==> src/design/core_pkg.sv <==
// core-internal types: instruction addresses, ALU operations and fetch FSM states
package core_pkg;

        typedef logic [31:0] addr_t;

        typedef enum logic [3:0] {
                ALU_NOP,
                ALU_ADD,
                ALU_SUB,
                ALU_AND,
                ALU_OR,
                ALU_XOR,
                ALU_NOR,
                ALU_SLT,
                ALU_SLL,
                ALU_SRL,
                ALU_LUI
        } alu_op_t;

        typedef enum logic [1:0] {
                FS_IDLE,
                FS_REQ,
                FS_RELEASE
        } fetch_state_t;

        localparam addr_t INST_BYTES = 32'd4;

endpackage

==> src/design/isa_pkg.sv <==
// MIPS32 instruction fields, types and opcode/funct values used by decode and the top level
package isa_pkg;

        typedef logic [31:0] word_t;
        typedef logic [4:0]  reg_addr_t;
        typedef logic [5:0]  opcode_t;
        typedef logic [5:0]  funct_t;
        typedef logic [4:0]  shamt_t;
        typedef logic [15:0] imm_t;

        // primary opcodes
        localparam opcode_t OP_SPECIAL = 6'b000000;
        localparam opcode_t OP_ADDIU   = 6'b001001;
        localparam opcode_t OP_ANDI    = 6'b001100;
        localparam opcode_t OP_ORI     = 6'b001101;
        localparam opcode_t OP_XORI    = 6'b001110;
        localparam opcode_t OP_LUI     = 6'b001111;

        // SPECIAL function codes
        localparam funct_t FN_SLL  = 6'b000000;
        localparam funct_t FN_SRL  = 6'b000010;
        localparam funct_t FN_ADDU = 6'b100001;
        localparam funct_t FN_SUBU = 6'b100011;
        localparam funct_t FN_AND  = 6'b100100;
        localparam funct_t FN_OR   = 6'b100101;
        localparam funct_t FN_XOR  = 6'b100110;
        localparam funct_t FN_NOR  = 6'b100111;
        localparam funct_t FN_SLT  = 6'b101010;

endpackage

==> src/design/decode_stage.sv <==
// decode stage with field split, ALU op mapping, operand forwarding and the ID/EX register
`timescale 1ns/10ps

module decode_stage
(
        input  logic                clk,
        input  logic                arst_n_i,
        input  logic                id_valid_i,
        input  core_pkg::addr_t     id_pc_i,
        input  isa_pkg::word_t      id_inst_i,
        input  isa_pkg::word_t      rdata1_i,
        input  isa_pkg::word_t      rdata2_i,
        input  logic                ex_fwd_wreg_i,
        input  isa_pkg::reg_addr_t  ex_fwd_wd_i,
        input  isa_pkg::word_t      ex_fwd_data_i,
        input  logic                wb_wreg_i,
        input  isa_pkg::reg_addr_t  wb_wd_i,
        input  isa_pkg::word_t      wb_data_i,
        output isa_pkg::reg_addr_t  raddr1_o,
        output isa_pkg::reg_addr_t  raddr2_o,
        output logic                ex_valid_o,
        output core_pkg::addr_t     ex_pc_o,
        output core_pkg::alu_op_t   ex_alu_op_o,
        output isa_pkg::word_t      ex_src_a_o,
        output isa_pkg::word_t      ex_src_b_o,
        output isa_pkg::reg_addr_t  ex_wd_o,
        output logic                ex_wreg_o
);

        isa_pkg::opcode_t   opcode;
        isa_pkg::funct_t    funct;
        isa_pkg::reg_addr_t rs;
        isa_pkg::reg_addr_t rt;
        isa_pkg::reg_addr_t rd;
        isa_pkg::shamt_t    shamt;
        isa_pkg::imm_t      imm;
        core_pkg::alu_op_t  alu_op;
        isa_pkg::reg_addr_t dest;
        isa_pkg::word_t     imm_ext;
        isa_pkg::word_t     src_a;
        isa_pkg::word_t     src_b;
        logic               use_imm;
        logic               use_shamt;
        logic               sign_ext;
        logic               wreg;

        assign opcode = id_inst_i[31:26];
        assign rs     = id_inst_i[25:21];
        assign rt     = id_inst_i[20:16];
        assign rd     = id_inst_i[15:11];
        assign shamt  = id_inst_i[10:6];
        assign funct  = id_inst_i[5:0];
        assign imm    = id_inst_i[15:0];

        assign raddr1_o = rs;
        assign raddr2_o = rt;

        // the execute result wins over writeback and writeback over the register file
        function automatic isa_pkg::word_t fwd(input isa_pkg::reg_addr_t addr,
                                               input isa_pkg::word_t rf_data);
                if (addr == '0)
                        return '0;
                else if (ex_fwd_wreg_i && (ex_fwd_wd_i == addr))
                        return ex_fwd_data_i;
                else if (wb_wreg_i && (wb_wd_i == addr))
                        return wb_data_i;
                else
                        return rf_data;
        endfunction

        always_comb
        begin
                alu_op    = core_pkg::ALU_NOP;
                use_imm   = 1'b1;
                use_shamt = 1'b0;
                sign_ext  = 1'b0;
                dest      = rt;
                case (opcode)
                isa_pkg::OP_SPECIAL:
                begin
                        use_imm = 1'b0;
                        dest    = rd;
                        case (funct)
                        isa_pkg::FN_ADDU: alu_op = core_pkg::ALU_ADD;
                        isa_pkg::FN_SUBU: alu_op = core_pkg::ALU_SUB;
                        isa_pkg::FN_AND:  alu_op = core_pkg::ALU_AND;
                        isa_pkg::FN_OR:   alu_op = core_pkg::ALU_OR;
                        isa_pkg::FN_XOR:  alu_op = core_pkg::ALU_XOR;
                        isa_pkg::FN_NOR:  alu_op = core_pkg::ALU_NOR;
                        isa_pkg::FN_SLT:  alu_op = core_pkg::ALU_SLT;
                        isa_pkg::FN_SLL:
                        begin
                                alu_op    = core_pkg::ALU_SLL;
                                use_shamt = 1'b1;
                        end
                        isa_pkg::FN_SRL:
                        begin
                                alu_op    = core_pkg::ALU_SRL;
                                use_shamt = 1'b1;
                        end
                        default:          alu_op = core_pkg::ALU_NOP;
                        endcase
                end
                isa_pkg::OP_ADDIU:
                begin
                        alu_op   = core_pkg::ALU_ADD;
                        sign_ext = 1'b1;
                end
                isa_pkg::OP_ANDI: alu_op = core_pkg::ALU_AND;
                isa_pkg::OP_ORI:  alu_op = core_pkg::ALU_OR;
                isa_pkg::OP_XORI: alu_op = core_pkg::ALU_XOR;
                isa_pkg::OP_LUI:  alu_op = core_pkg::ALU_LUI;
                default:          alu_op = core_pkg::ALU_NOP;
                endcase
        end

        assign imm_ext = sign_ext ? {{16{imm[15]}}, imm} : {16'b0, imm};

        // shift amount rides on source A
        always_comb
        begin
                src_a = use_shamt ? {27'b0, shamt} : fwd(rs, rdata1_i);
                src_b = use_imm ? imm_ext : fwd(rt, rdata2_i);
        end

        assign wreg = id_valid_i && (alu_op != core_pkg::ALU_NOP) && (dest != '0);

        always_ff @(posedge clk or negedge arst_n_i)
        begin
                if (!arst_n_i)
                begin
                        ex_valid_o  <= 1'b0;
                        ex_wreg_o   <= 1'b0;
                        ex_alu_op_o <= core_pkg::ALU_NOP;
                end
                else
                begin
                        ex_valid_o  <= id_valid_i;
                        ex_wreg_o   <= wreg;
                        ex_alu_op_o <= alu_op;
                end
        end

        always_ff @(posedge clk)
        begin
                ex_pc_o    <= id_pc_i;
                ex_src_a_o <= src_a;
                ex_src_b_o <= src_b;
                ex_wd_o    <= dest;
        end

endmodule

==> src/design/execute_stage.sv <==
// execute stage: ALU, forwarding result back to decode and the EX/WB register
`timescale 1ns/10ps

module execute_stage
(
        input  logic                clk,
        input  logic                arst_n_i,
        input  logic                ex_valid_i,
        input  core_pkg::addr_t     ex_pc_i,
        input  core_pkg::alu_op_t   ex_alu_op_i,
        input  isa_pkg::word_t      ex_src_a_i,
        input  isa_pkg::word_t      ex_src_b_i,
        input  isa_pkg::reg_addr_t  ex_wd_i,
        input  logic                ex_wreg_i,
        output logic                fwd_wreg_o,
        output isa_pkg::reg_addr_t  fwd_wd_o,
        output isa_pkg::word_t      fwd_data_o,
        output logic                wb_wreg_o,
        output isa_pkg::reg_addr_t  wb_wd_o,
        output isa_pkg::word_t      wb_data_o,
        output core_pkg::addr_t     wb_pc_o
);

        isa_pkg::word_t result;

        always_comb
        begin
                case (ex_alu_op_i)
                core_pkg::ALU_ADD: result = ex_src_a_i + ex_src_b_i;
                core_pkg::ALU_SUB: result = ex_src_a_i - ex_src_b_i;
                core_pkg::ALU_AND: result = ex_src_a_i & ex_src_b_i;
                core_pkg::ALU_OR:  result = ex_src_a_i | ex_src_b_i;
                core_pkg::ALU_XOR: result = ex_src_a_i ^ ex_src_b_i;
                core_pkg::ALU_NOR: result = ~(ex_src_a_i | ex_src_b_i);
                core_pkg::ALU_SLT: result = {31'b0, $signed(ex_src_a_i) < $signed(ex_src_b_i)};
                // shifts move rt by the amount in A
                core_pkg::ALU_SLL: result = ex_src_b_i << ex_src_a_i[4:0];
                core_pkg::ALU_SRL: result = ex_src_b_i >> ex_src_a_i[4:0];
                core_pkg::ALU_LUI: result = {ex_src_b_i[15:0], 16'b0};
                default:           result = '0;
                endcase
        end

        assign fwd_wreg_o = ex_valid_i && ex_wreg_i;
        assign fwd_wd_o   = ex_wd_i;
        assign fwd_data_o = result;

        always_ff @(posedge clk or negedge arst_n_i)
        begin
                if (!arst_n_i)
                        wb_wreg_o <= 1'b0;
                else
                        wb_wreg_o <= fwd_wreg_o;
        end

        always_ff @(posedge clk)
        begin
                wb_wd_o   <= ex_wd_i;
                wb_data_o <= result;
                wb_pc_o   <= ex_pc_i;
        end

endmodule

==> src/design/fetch_unit.sv <==
// fetch stage: pc, four-phase req/ack instruction fetch and the IF/ID register
`timescale 1ns/10ps

module fetch_unit
#(
        parameter core_pkg::addr_t RESET_PC = 32'h0000_0000
)
(
        input  logic               clk,
        input  logic               arst_n_i,
        input  logic               imem_ack_i,
        input  isa_pkg::word_t     imem_data_i,
        output logic               imem_req_o,
        output core_pkg::addr_t    imem_addr_o,
        output logic               id_valid_o,
        output core_pkg::addr_t    id_pc_o,
        output isa_pkg::word_t     id_inst_o
);

        core_pkg::fetch_state_t state;
        core_pkg::addr_t        pc;
        logic                   take;

        // instruction accepted on this edge
        assign take = (state == core_pkg::FS_REQ) && imem_ack_i;

        assign imem_req_o  = (state == core_pkg::FS_REQ);
        assign imem_addr_o = pc;

        always_ff @(posedge clk or negedge arst_n_i)
        begin
                if (!arst_n_i)
                begin
                        state      <= core_pkg::FS_IDLE;
                        pc         <= RESET_PC;
                        id_valid_o <= 1'b0;
                end
                else
                begin
                        id_valid_o <= take;
                        case (state)
                        core_pkg::FS_IDLE:
                        begin
                                state <= core_pkg::FS_REQ;
                        end
                        core_pkg::FS_REQ:
                        begin
                                if (imem_ack_i)
                                begin
                                        state <= core_pkg::FS_RELEASE;
                                        pc    <= pc + core_pkg::INST_BYTES;
                                end
                        end
                        core_pkg::FS_RELEASE:
                        begin
                                // wait for ack to drop before the next request
                                if (!imem_ack_i)
                                        state <= core_pkg::FS_REQ;
                        end
                        default:
                        begin
                                state <= core_pkg::FS_IDLE;
                        end
                        endcase
                end
        end

        // IF/ID payload
        always_ff @(posedge clk)
        begin
                if (take)
                begin
                        id_pc_o   <= pc;
                        id_inst_o <= imem_data_i;
                end
        end

endmodule

==> src/design/mini_mips.sv <==
// top level of the four-stage MIPS32 ALU core, wires fetch, decode, execute and regfile
`timescale 1ns/10ps

module mini_mips
#(
        parameter core_pkg::addr_t RESET_PC = 32'hbfc00000
)
(
        input  logic                clk,
        input  logic                arst_n_i,
        input  logic                imem_ack_i,
        input  isa_pkg::word_t      imem_data_i,
        output logic                imem_req_o,
        output core_pkg::addr_t     imem_addr_o,
        output logic                dbg_wb_wen_o,
        output isa_pkg::reg_addr_t  dbg_wb_num_o,
        output isa_pkg::word_t      dbg_wb_data_o,
        output core_pkg::addr_t     dbg_wb_pc_o
);

        // IF/ID
        logic               id_valid;
        core_pkg::addr_t    id_pc;
        isa_pkg::word_t     id_inst;

        // decode <-> register file
        isa_pkg::reg_addr_t raddr1;
        isa_pkg::reg_addr_t raddr2;
        isa_pkg::word_t     rdata1;
        isa_pkg::word_t     rdata2;

        // ID/EX
        logic               ex_valid;
        core_pkg::addr_t    ex_pc;
        core_pkg::alu_op_t  ex_alu_op;
        isa_pkg::word_t     ex_src_a;
        isa_pkg::word_t     ex_src_b;
        isa_pkg::reg_addr_t ex_wd;
        logic               ex_wreg;

        // execute result fed back to decode
        logic               ex_fwd_wreg;
        isa_pkg::reg_addr_t ex_fwd_wd;
        isa_pkg::word_t     ex_fwd_data;

        // EX/WB
        logic               wb_wreg;
        isa_pkg::reg_addr_t wb_wd;
        isa_pkg::word_t     wb_data;
        core_pkg::addr_t    wb_pc;

        assign dbg_wb_wen_o  = wb_wreg;
        assign dbg_wb_num_o  = wb_wd;
        assign dbg_wb_data_o = wb_data;
        assign dbg_wb_pc_o   = wb_pc;

        fetch_unit #(.RESET_PC(RESET_PC)) u_fetch (
                .clk(clk), .arst_n_i(arst_n_i),
                .imem_ack_i(imem_ack_i), .imem_data_i(imem_data_i),
                .imem_req_o(imem_req_o), .imem_addr_o(imem_addr_o),
                .id_valid_o(id_valid), .id_pc_o(id_pc), .id_inst_o(id_inst)
        );

        regfile u_regfile (
                .clk(clk), .arst_n_i(arst_n_i),
                .we_i(wb_wreg), .waddr_i(wb_wd), .wdata_i(wb_data),
                .raddr1_i(raddr1), .raddr2_i(raddr2),
                .rdata1_o(rdata1), .rdata2_o(rdata2)
        );

        decode_stage u_decode (
                .clk(clk), .arst_n_i(arst_n_i),
                .id_valid_i(id_valid), .id_pc_i(id_pc), .id_inst_i(id_inst),
                .rdata1_i(rdata1), .rdata2_i(rdata2),
                .ex_fwd_wreg_i(ex_fwd_wreg), .ex_fwd_wd_i(ex_fwd_wd),
                .ex_fwd_data_i(ex_fwd_data),
                .wb_wreg_i(wb_wreg), .wb_wd_i(wb_wd), .wb_data_i(wb_data),
                .raddr1_o(raddr1), .raddr2_o(raddr2),
                .ex_valid_o(ex_valid), .ex_pc_o(ex_pc), .ex_alu_op_o(ex_alu_op),
                .ex_src_a_o(ex_src_a), .ex_src_b_o(ex_src_b),
                .ex_wd_o(ex_wd), .ex_wreg_o(ex_wreg)
        );

        execute_stage u_execute (
                .clk(clk), .arst_n_i(arst_n_i),
                .ex_valid_i(ex_valid), .ex_pc_i(ex_pc), .ex_alu_op_i(ex_alu_op),
                .ex_src_a_i(ex_src_a), .ex_src_b_i(ex_src_b),
                .ex_wd_i(ex_wd), .ex_wreg_i(ex_wreg),
                .fwd_wreg_o(ex_fwd_wreg), .fwd_wd_o(ex_fwd_wd), .fwd_data_o(ex_fwd_data),
                .wb_wreg_o(wb_wreg), .wb_wd_o(wb_wd), .wb_data_o(wb_data), .wb_pc_o(wb_pc)
        );

endmodule

==> src/design/regfile.sv <==
// 32 x 32 general register file with two combinational read ports and one write port
`timescale 1ns/10ps

module regfile
(
        input  logic               clk,
        input  logic               arst_n_i,
        input  logic               we_i,
        input  isa_pkg::reg_addr_t waddr_i,
        input  isa_pkg::word_t     wdata_i,
        input  isa_pkg::reg_addr_t raddr1_i,
        input  isa_pkg::reg_addr_t raddr2_i,
        output isa_pkg::word_t     rdata1_o,
        output isa_pkg::word_t     rdata2_o
);

        isa_pkg::word_t regs [32];

        // r0 reads zero and a same-cycle write passes straight through
        function automatic isa_pkg::word_t read_port(input isa_pkg::reg_addr_t addr);
                if (addr == '0)
                        return '0;
                else if (we_i && (waddr_i == addr))
                        return wdata_i;
                else
                        return regs[addr];
        endfunction

        always_comb
        begin
                rdata1_o = read_port(raddr1_i);
                rdata2_o = read_port(raddr2_i);
        end

        always_ff @(posedge clk or negedge arst_n_i)
        begin
                if (!arst_n_i)
                begin
                        for (int i = 0; i < 32; i++)
                                regs[i] <= '0;
                end
                else if (we_i && (waddr_i != '0))
                begin
                        regs[waddr_i] <= wdata_i;
                end
        end

endmodule

==> config.mk <==
export PLATFORM = sky130hd
export DESIGN_NAME = mini_mips
export DESIGN_NICKNAME = d
export VERILOG_FILES = /design/src/design/core_pkg.sv /design/src/design/isa_pkg.sv /design/src/design/decode_stage.sv /design/src/design/execute_stage.sv /design/src/design/fetch_unit.sv /design/src/design/mini_mips.sv /design/src/design/regfile.sv
export SDC_FILE = /design/constraint.sdc
export NUM_CORES = 2
export LEC_CHECK = 0
export ABC_CLOCK_PERIOD_IN_PS = 12350
export BUFFER_PORTS_ARGS = -buffer_cell sky130_fd_sc_hd__buf_2
export CORE_ASPECT_RATIO = 1.25
export CORE_MARGIN = 5
export CORE_UTILIZATION = 50
export DETAILED_ROUTE_END_ITERATION = 7
export PLACE_DENSITY = 0.78
export SYNTH_ARGS = -nofsm -noshare
export SYNTH_HDL_FRONTEND = slang
export SYNTH_HIERARCHICAL = 1
export SYNTH_SLANG_ARGS = --single-unit
export TNS_END_PERCENT = 20
==> constraint.sdc <==
create_clock -name clk -period 12.35 [get_ports clk]
set_input_delay 0.6175 -clock clk [delete_from_list [all_inputs] [get_ports clk]]
set_output_delay 0.6175 -clock clk [all_outputs]
set_load 0.005 [all_outputs]
==> metrics.md <==
| Metric | Value |
|---|---|
| Req. time, crit path | 13.05 ns |
| Layout Cells excl Fill | 7655 |
| CTS tree | built |
| Initial antenna violation count | 8 |
| Crit Path Category | register to register |
| Die area | 154000 um2 |
| Post-Syn Area | 73300 um2 |
| Final Worst Setup Slack | 7.35 ns |
| Met3 GRT Util | 0.0965 |
| Pwr/cell area | 136 nW/um2 |
| Number of synthesized register bits | 1296 |
| Clock slew at reported path FFs | 0.07 ns |
| Top FF cell, synth | dfrtp_1 |
| Remaining DRCs | 15 |
| Vias per Instance | 7.18 |
| Final setup TNS | 0 ns |
| Hold depth | 1 |
| WL/cell | 35.0 um |
| DR iter-0 viols | 7034 |
| Worst setup EP type | register |
| Slowest-stage cell, CP | buf_4 |
| Largest net degree at the start of global routing | 183 |
| Core area | 146000 um2 |
| Crit path arrival time | 5.70 ns |
| GR Util All Layers | 0.340 |
| Worst min path class | input pin to register |
| Chip Height | 438 um |
| Number of nets in the layout | 5761 |
| 1st-pass router iterations | 8 |
| Die width | 352 um |
| Final hold violations | 0 |
| Seq/Total Area, Yosys | 0.435 |
| Status | finished with violations |
| Max-slew violations | 0 |
| Number of synthesized flops with an enable pin | 62 |
| Clock Skew | 0.0391 ns |
| Share of the synthesized area in the top cell type | 0.360 |
| Footprint of the multi-input gates | 38100 um2 |
| Final period utilization | 0.405 |
| Post-route cell area | 80100 um2 |
| Area contributors post-synth | dfrtp_1 (36%), mux2_2 (16%), mux4_2 (14%) |
| Yosys warnings | 6 |
| Reg2reg path depth | 9 |
| FF-to-FF End | u_decode/ex_src_b_o[0]$_DFF_P_ |
| Post-synth ARST share | 0.821 |
| Global-route wire length before repair | 390000 um |
| Cells after synthesis | 5740 |
| Clock Root Buffer | clkbuf_16 |
| Worst Path Max Fanout | 92 |
| Fillers | 11800 |
| Core Rows | 157 |
| Violated checks | DRC |
| Max incr delay on CP | 0.83 ns |
| Total Wirelength | 268000 um |
| Max frequency | 0.200 GHz |
| Top Usage Layer GRT | met2 |
| Worst path buffer plus inverter count | 2 |
| Placed cell areas | 74900 um2 |
| Max-cap violation count | 0 |
| CP Cell Sequence | buf_12 > buf_4 > mux4_2 > mux2i_1 > a2111oi_0 > nor3_1 > nor2_1 > a221o_1 > a32o_1 |
| Layout cells sized above 1 | 0.374 |
| Total CTS buffers | 137 |
| Reg2reg start | u_fetch/id_inst_o[16]$_DFFE_PP_ |
| Setup-failing EPs final | 0 |
| Routability congestion estimate | 1.06 |
| I/O pin count | 138 |
| Met2 Track Usage GR | 0.532 |
| I/O Buffers | 135 |
| Vias in the first global route | 56700 |
| Leakage | 36.0 nW |
| Yosys cell types | 106 |
| Crit-path leading delay family | buffers and inverters |
| Min-Delay Endpoint | u_fetch/id_inst_o[21]$_DFFE_PP_ |
| Max-slew headroom | 0.0816 |
| Detail Placement HPWL | 168000 um |
| Clock Latency Late Sink | 0.82 ns |
| Initial Utilization | 0.501 |
| Post-synth top area cell | dfrtp_1 |
| Detailed-route via count | 55000 |
| Final min period | 5.00 ns |
| Worst vdd ir | 171 uV |
| Syn Area/Cell | 12.8 um2 |
| Clk buf depth | 3 |
| Grt ovf | 0 |
| CTS HTree Levels | 4 |
| Hold_sp | imem_data_i[21] |
| Startpoint Class | register |
| DP Worst Slack | 7.61 ns |
| Placed cells | 7365 |
| Post CTS Setup Buffer Count | 0 |
| Antenna-violating nets left | 0 |
| Slew @ Worst Pin | 1.38 ns |
| Clock tree sinks | 1296 |
| Met1 usage | 0.390 |
| Synthesis-to-layout area growth | 9.30% |
| Unrepaired setup endpoints after global routing | no |
| Setup slack, reg-to-reg | 7.35 ns |
| Sequential Area | 31900 um2 |
## sequential cells by signal (all words and copies together), names as in the netlist
register              count
u_decode/ex_pc_o         32
u_fetch/id_pc_o          30
u_decode/ex_src_a_o      32
u_fetch/state             2
u_decode/ex_wd_o          5
u_execute/wb_wd_o         5
u_execute/wb_data_o      32
u_decode/ex_alu_op_o      4
u_regfile/regs         1024
u_decode/ex_wreg_o        1
u_fetch/id_valid_o        1
u_execute/wb_pc_o        32
u_fetch/id_inst_o        32
u_decode/ex_valid_o       1
u_execute/wb_wreg_o       1
u_fetch/imem_addr_o      30
u_decode/ex_src_b_o      32
## cells in the final DEF, fill, tap and decap left out, types with 147 or more instances in the layout
cell,Yosys,layout
dfrtp_1,1055,1055
mux2_2,1036,1036
mux4_2,454,454
mux2i_1,315,315
nor2_1,273,253
a21oi_1,183,183
dfxtp_1,170,168
buf_4,70,161
o21ai_0,154,153
nand2_1,163,147
## how the worst max path moves through the flow
stage / start / to / slack, ns / depth (start not counted)
2_1_floorplan: u_decode/ex_src_a_o[2]$_DFF_P_ / u_decode/ex_src_a_o[29]$_SDFF_PP0_ / 8.38 / 15
3_5_place_dp: u_decode/ex_src_a_o[1]$_DFF_P_ / u_decode/ex_src_a_o[29]$_SDFF_PP0_ / 7.61 / 12
5_1_grt: u_decode/ex_src_a_o[1]$_DFF_P_ / u_decode/ex_src_a_o[29]$_SDFF_PP0_ / 7.15 / 12
4_1_cts: u_fetch/id_inst_o[16]$_DFFE_PP_ / u_decode/ex_src_b_o[0]$_DFF_P_ / 7.53 / 9
6_report: u_fetch/id_inst_o[16]$_DFFE_PP_ / u_decode/ex_src_b_o[0]$_DFF_P_ / 7.35 / 9
3_3_place_gp: u_decode/ex_src_a_o[0]$_DFF_P_ / u_decode/ex_src_a_o[12]$_SDFF_PP0_ / 7.48 / 13
## worst reg2reg max path: cells and delay by family (launching register included)
family	cells	cell delay, ns
AOI/OAI and AO/OA	3	0.74
buffers and inverters	2	1.70
DFF	1	0.76
muxes	2	0.84
and+or+nand+nor	2	0.82
## kinds of logic (layout without fill, tap and decap cells)
| logic type | after synthesis | count (layout) | share of synthesized area |
|---|---|---|---|
| muxes | 1806 | 1806 | 0.342 |
| buffers and inverters | 697 | 697 | 0.0479 |
| DFF | 1296 | 1296 | 0.435 |
| AOI/OAI and AO/OA | 1033 | 1033 | 0.101 |
| and+or+nand+nor | 745 | 745 | 0.0491 |
| adders and majority gates | 99 | 99 | 0.0171 |
| xor gates and xnor gates | 63 | 63 | 0.00753 |
| other | 1 | 8 | 0.0000512 |
## stage by stage
| step | utilization | total power [mW] | hold WS, ns |
|---|---|---|---|
| final | 0.548 | 10.9 | 0.0622 |
| after global routing | 0.548 | 11.1 | 0.0274 |
| after CTS | 0.548 | 10.8 | 0.0255 |
| after detailed placement | 0.512 | 6.42 | 0.313 |
| after global placement | 0.512 | 6.40 | 0.310 |
| after floorplan | - | 5.68 | 0.310 |
## cell usage after synthesis (46+ instances only)
master,number
dfrtp_1,1055
o22ai_1,69
a22oi_1,117
mux4_2,454
mux2i_1,315
buf_4,70
a21oi_1,183
a211oi_1,72
edfxtp_1,62
nor2_1,273
ha_1,97
nor3_1,60
nand2_1,163
inv_1,104
dfxtp_1,170
clkbuf_1,257
xnor2_1,46
buf_1,58
buf_2,152
mux2_2,1036
o21ai_0,154
a221oi_1,50
## power breakdown
part / leakage [nW] / total, mW / internal (mW) / switching, mW
registers: 16.8 / 4.55 / 4.39 / 0.158
logic: 16.7 / 1.87 / 0.569 / 1.30
clock network: 2.39 / 4.44 / 2.57 / 1.87
total: 36.0 / 10.9 / 7.53 / 3.33
## repair_timing
item,4_1_cts,5_1_grt
hold buffers,31,0
endpoints found under the hold margin,127,0
resized for setup,0,0
## routing by layer
layer | part of all wire | wire length (um) | up-vias
li1 | - | - | 21700
met1 | 0.34 | 90100 | 28100
met2 | 0.45 | 122000 | 3860
met3 | 0.10 | 27900 | 1336
met4 | 0.10 | 28000 | 4
met5 | 0.00018 | 48 | -
## area by class of cell
| type | count | area share |
|---|---|---|
| diodes | 4 | 0.000125 |
| inverters | 106 | 0.00498 |
| repair buffers | 336 | 0.0297 |
| well taps | 1908 | 0.0298 |
| flip-flops and latches | 1296 | 0.398 |
| clock inverters | 62 | 0.0115 |
| multi-input cells | 3750 | 0.476 |
| clock buffers | 193 | 0.0495 |
Power figures use the tool's default switching activity.
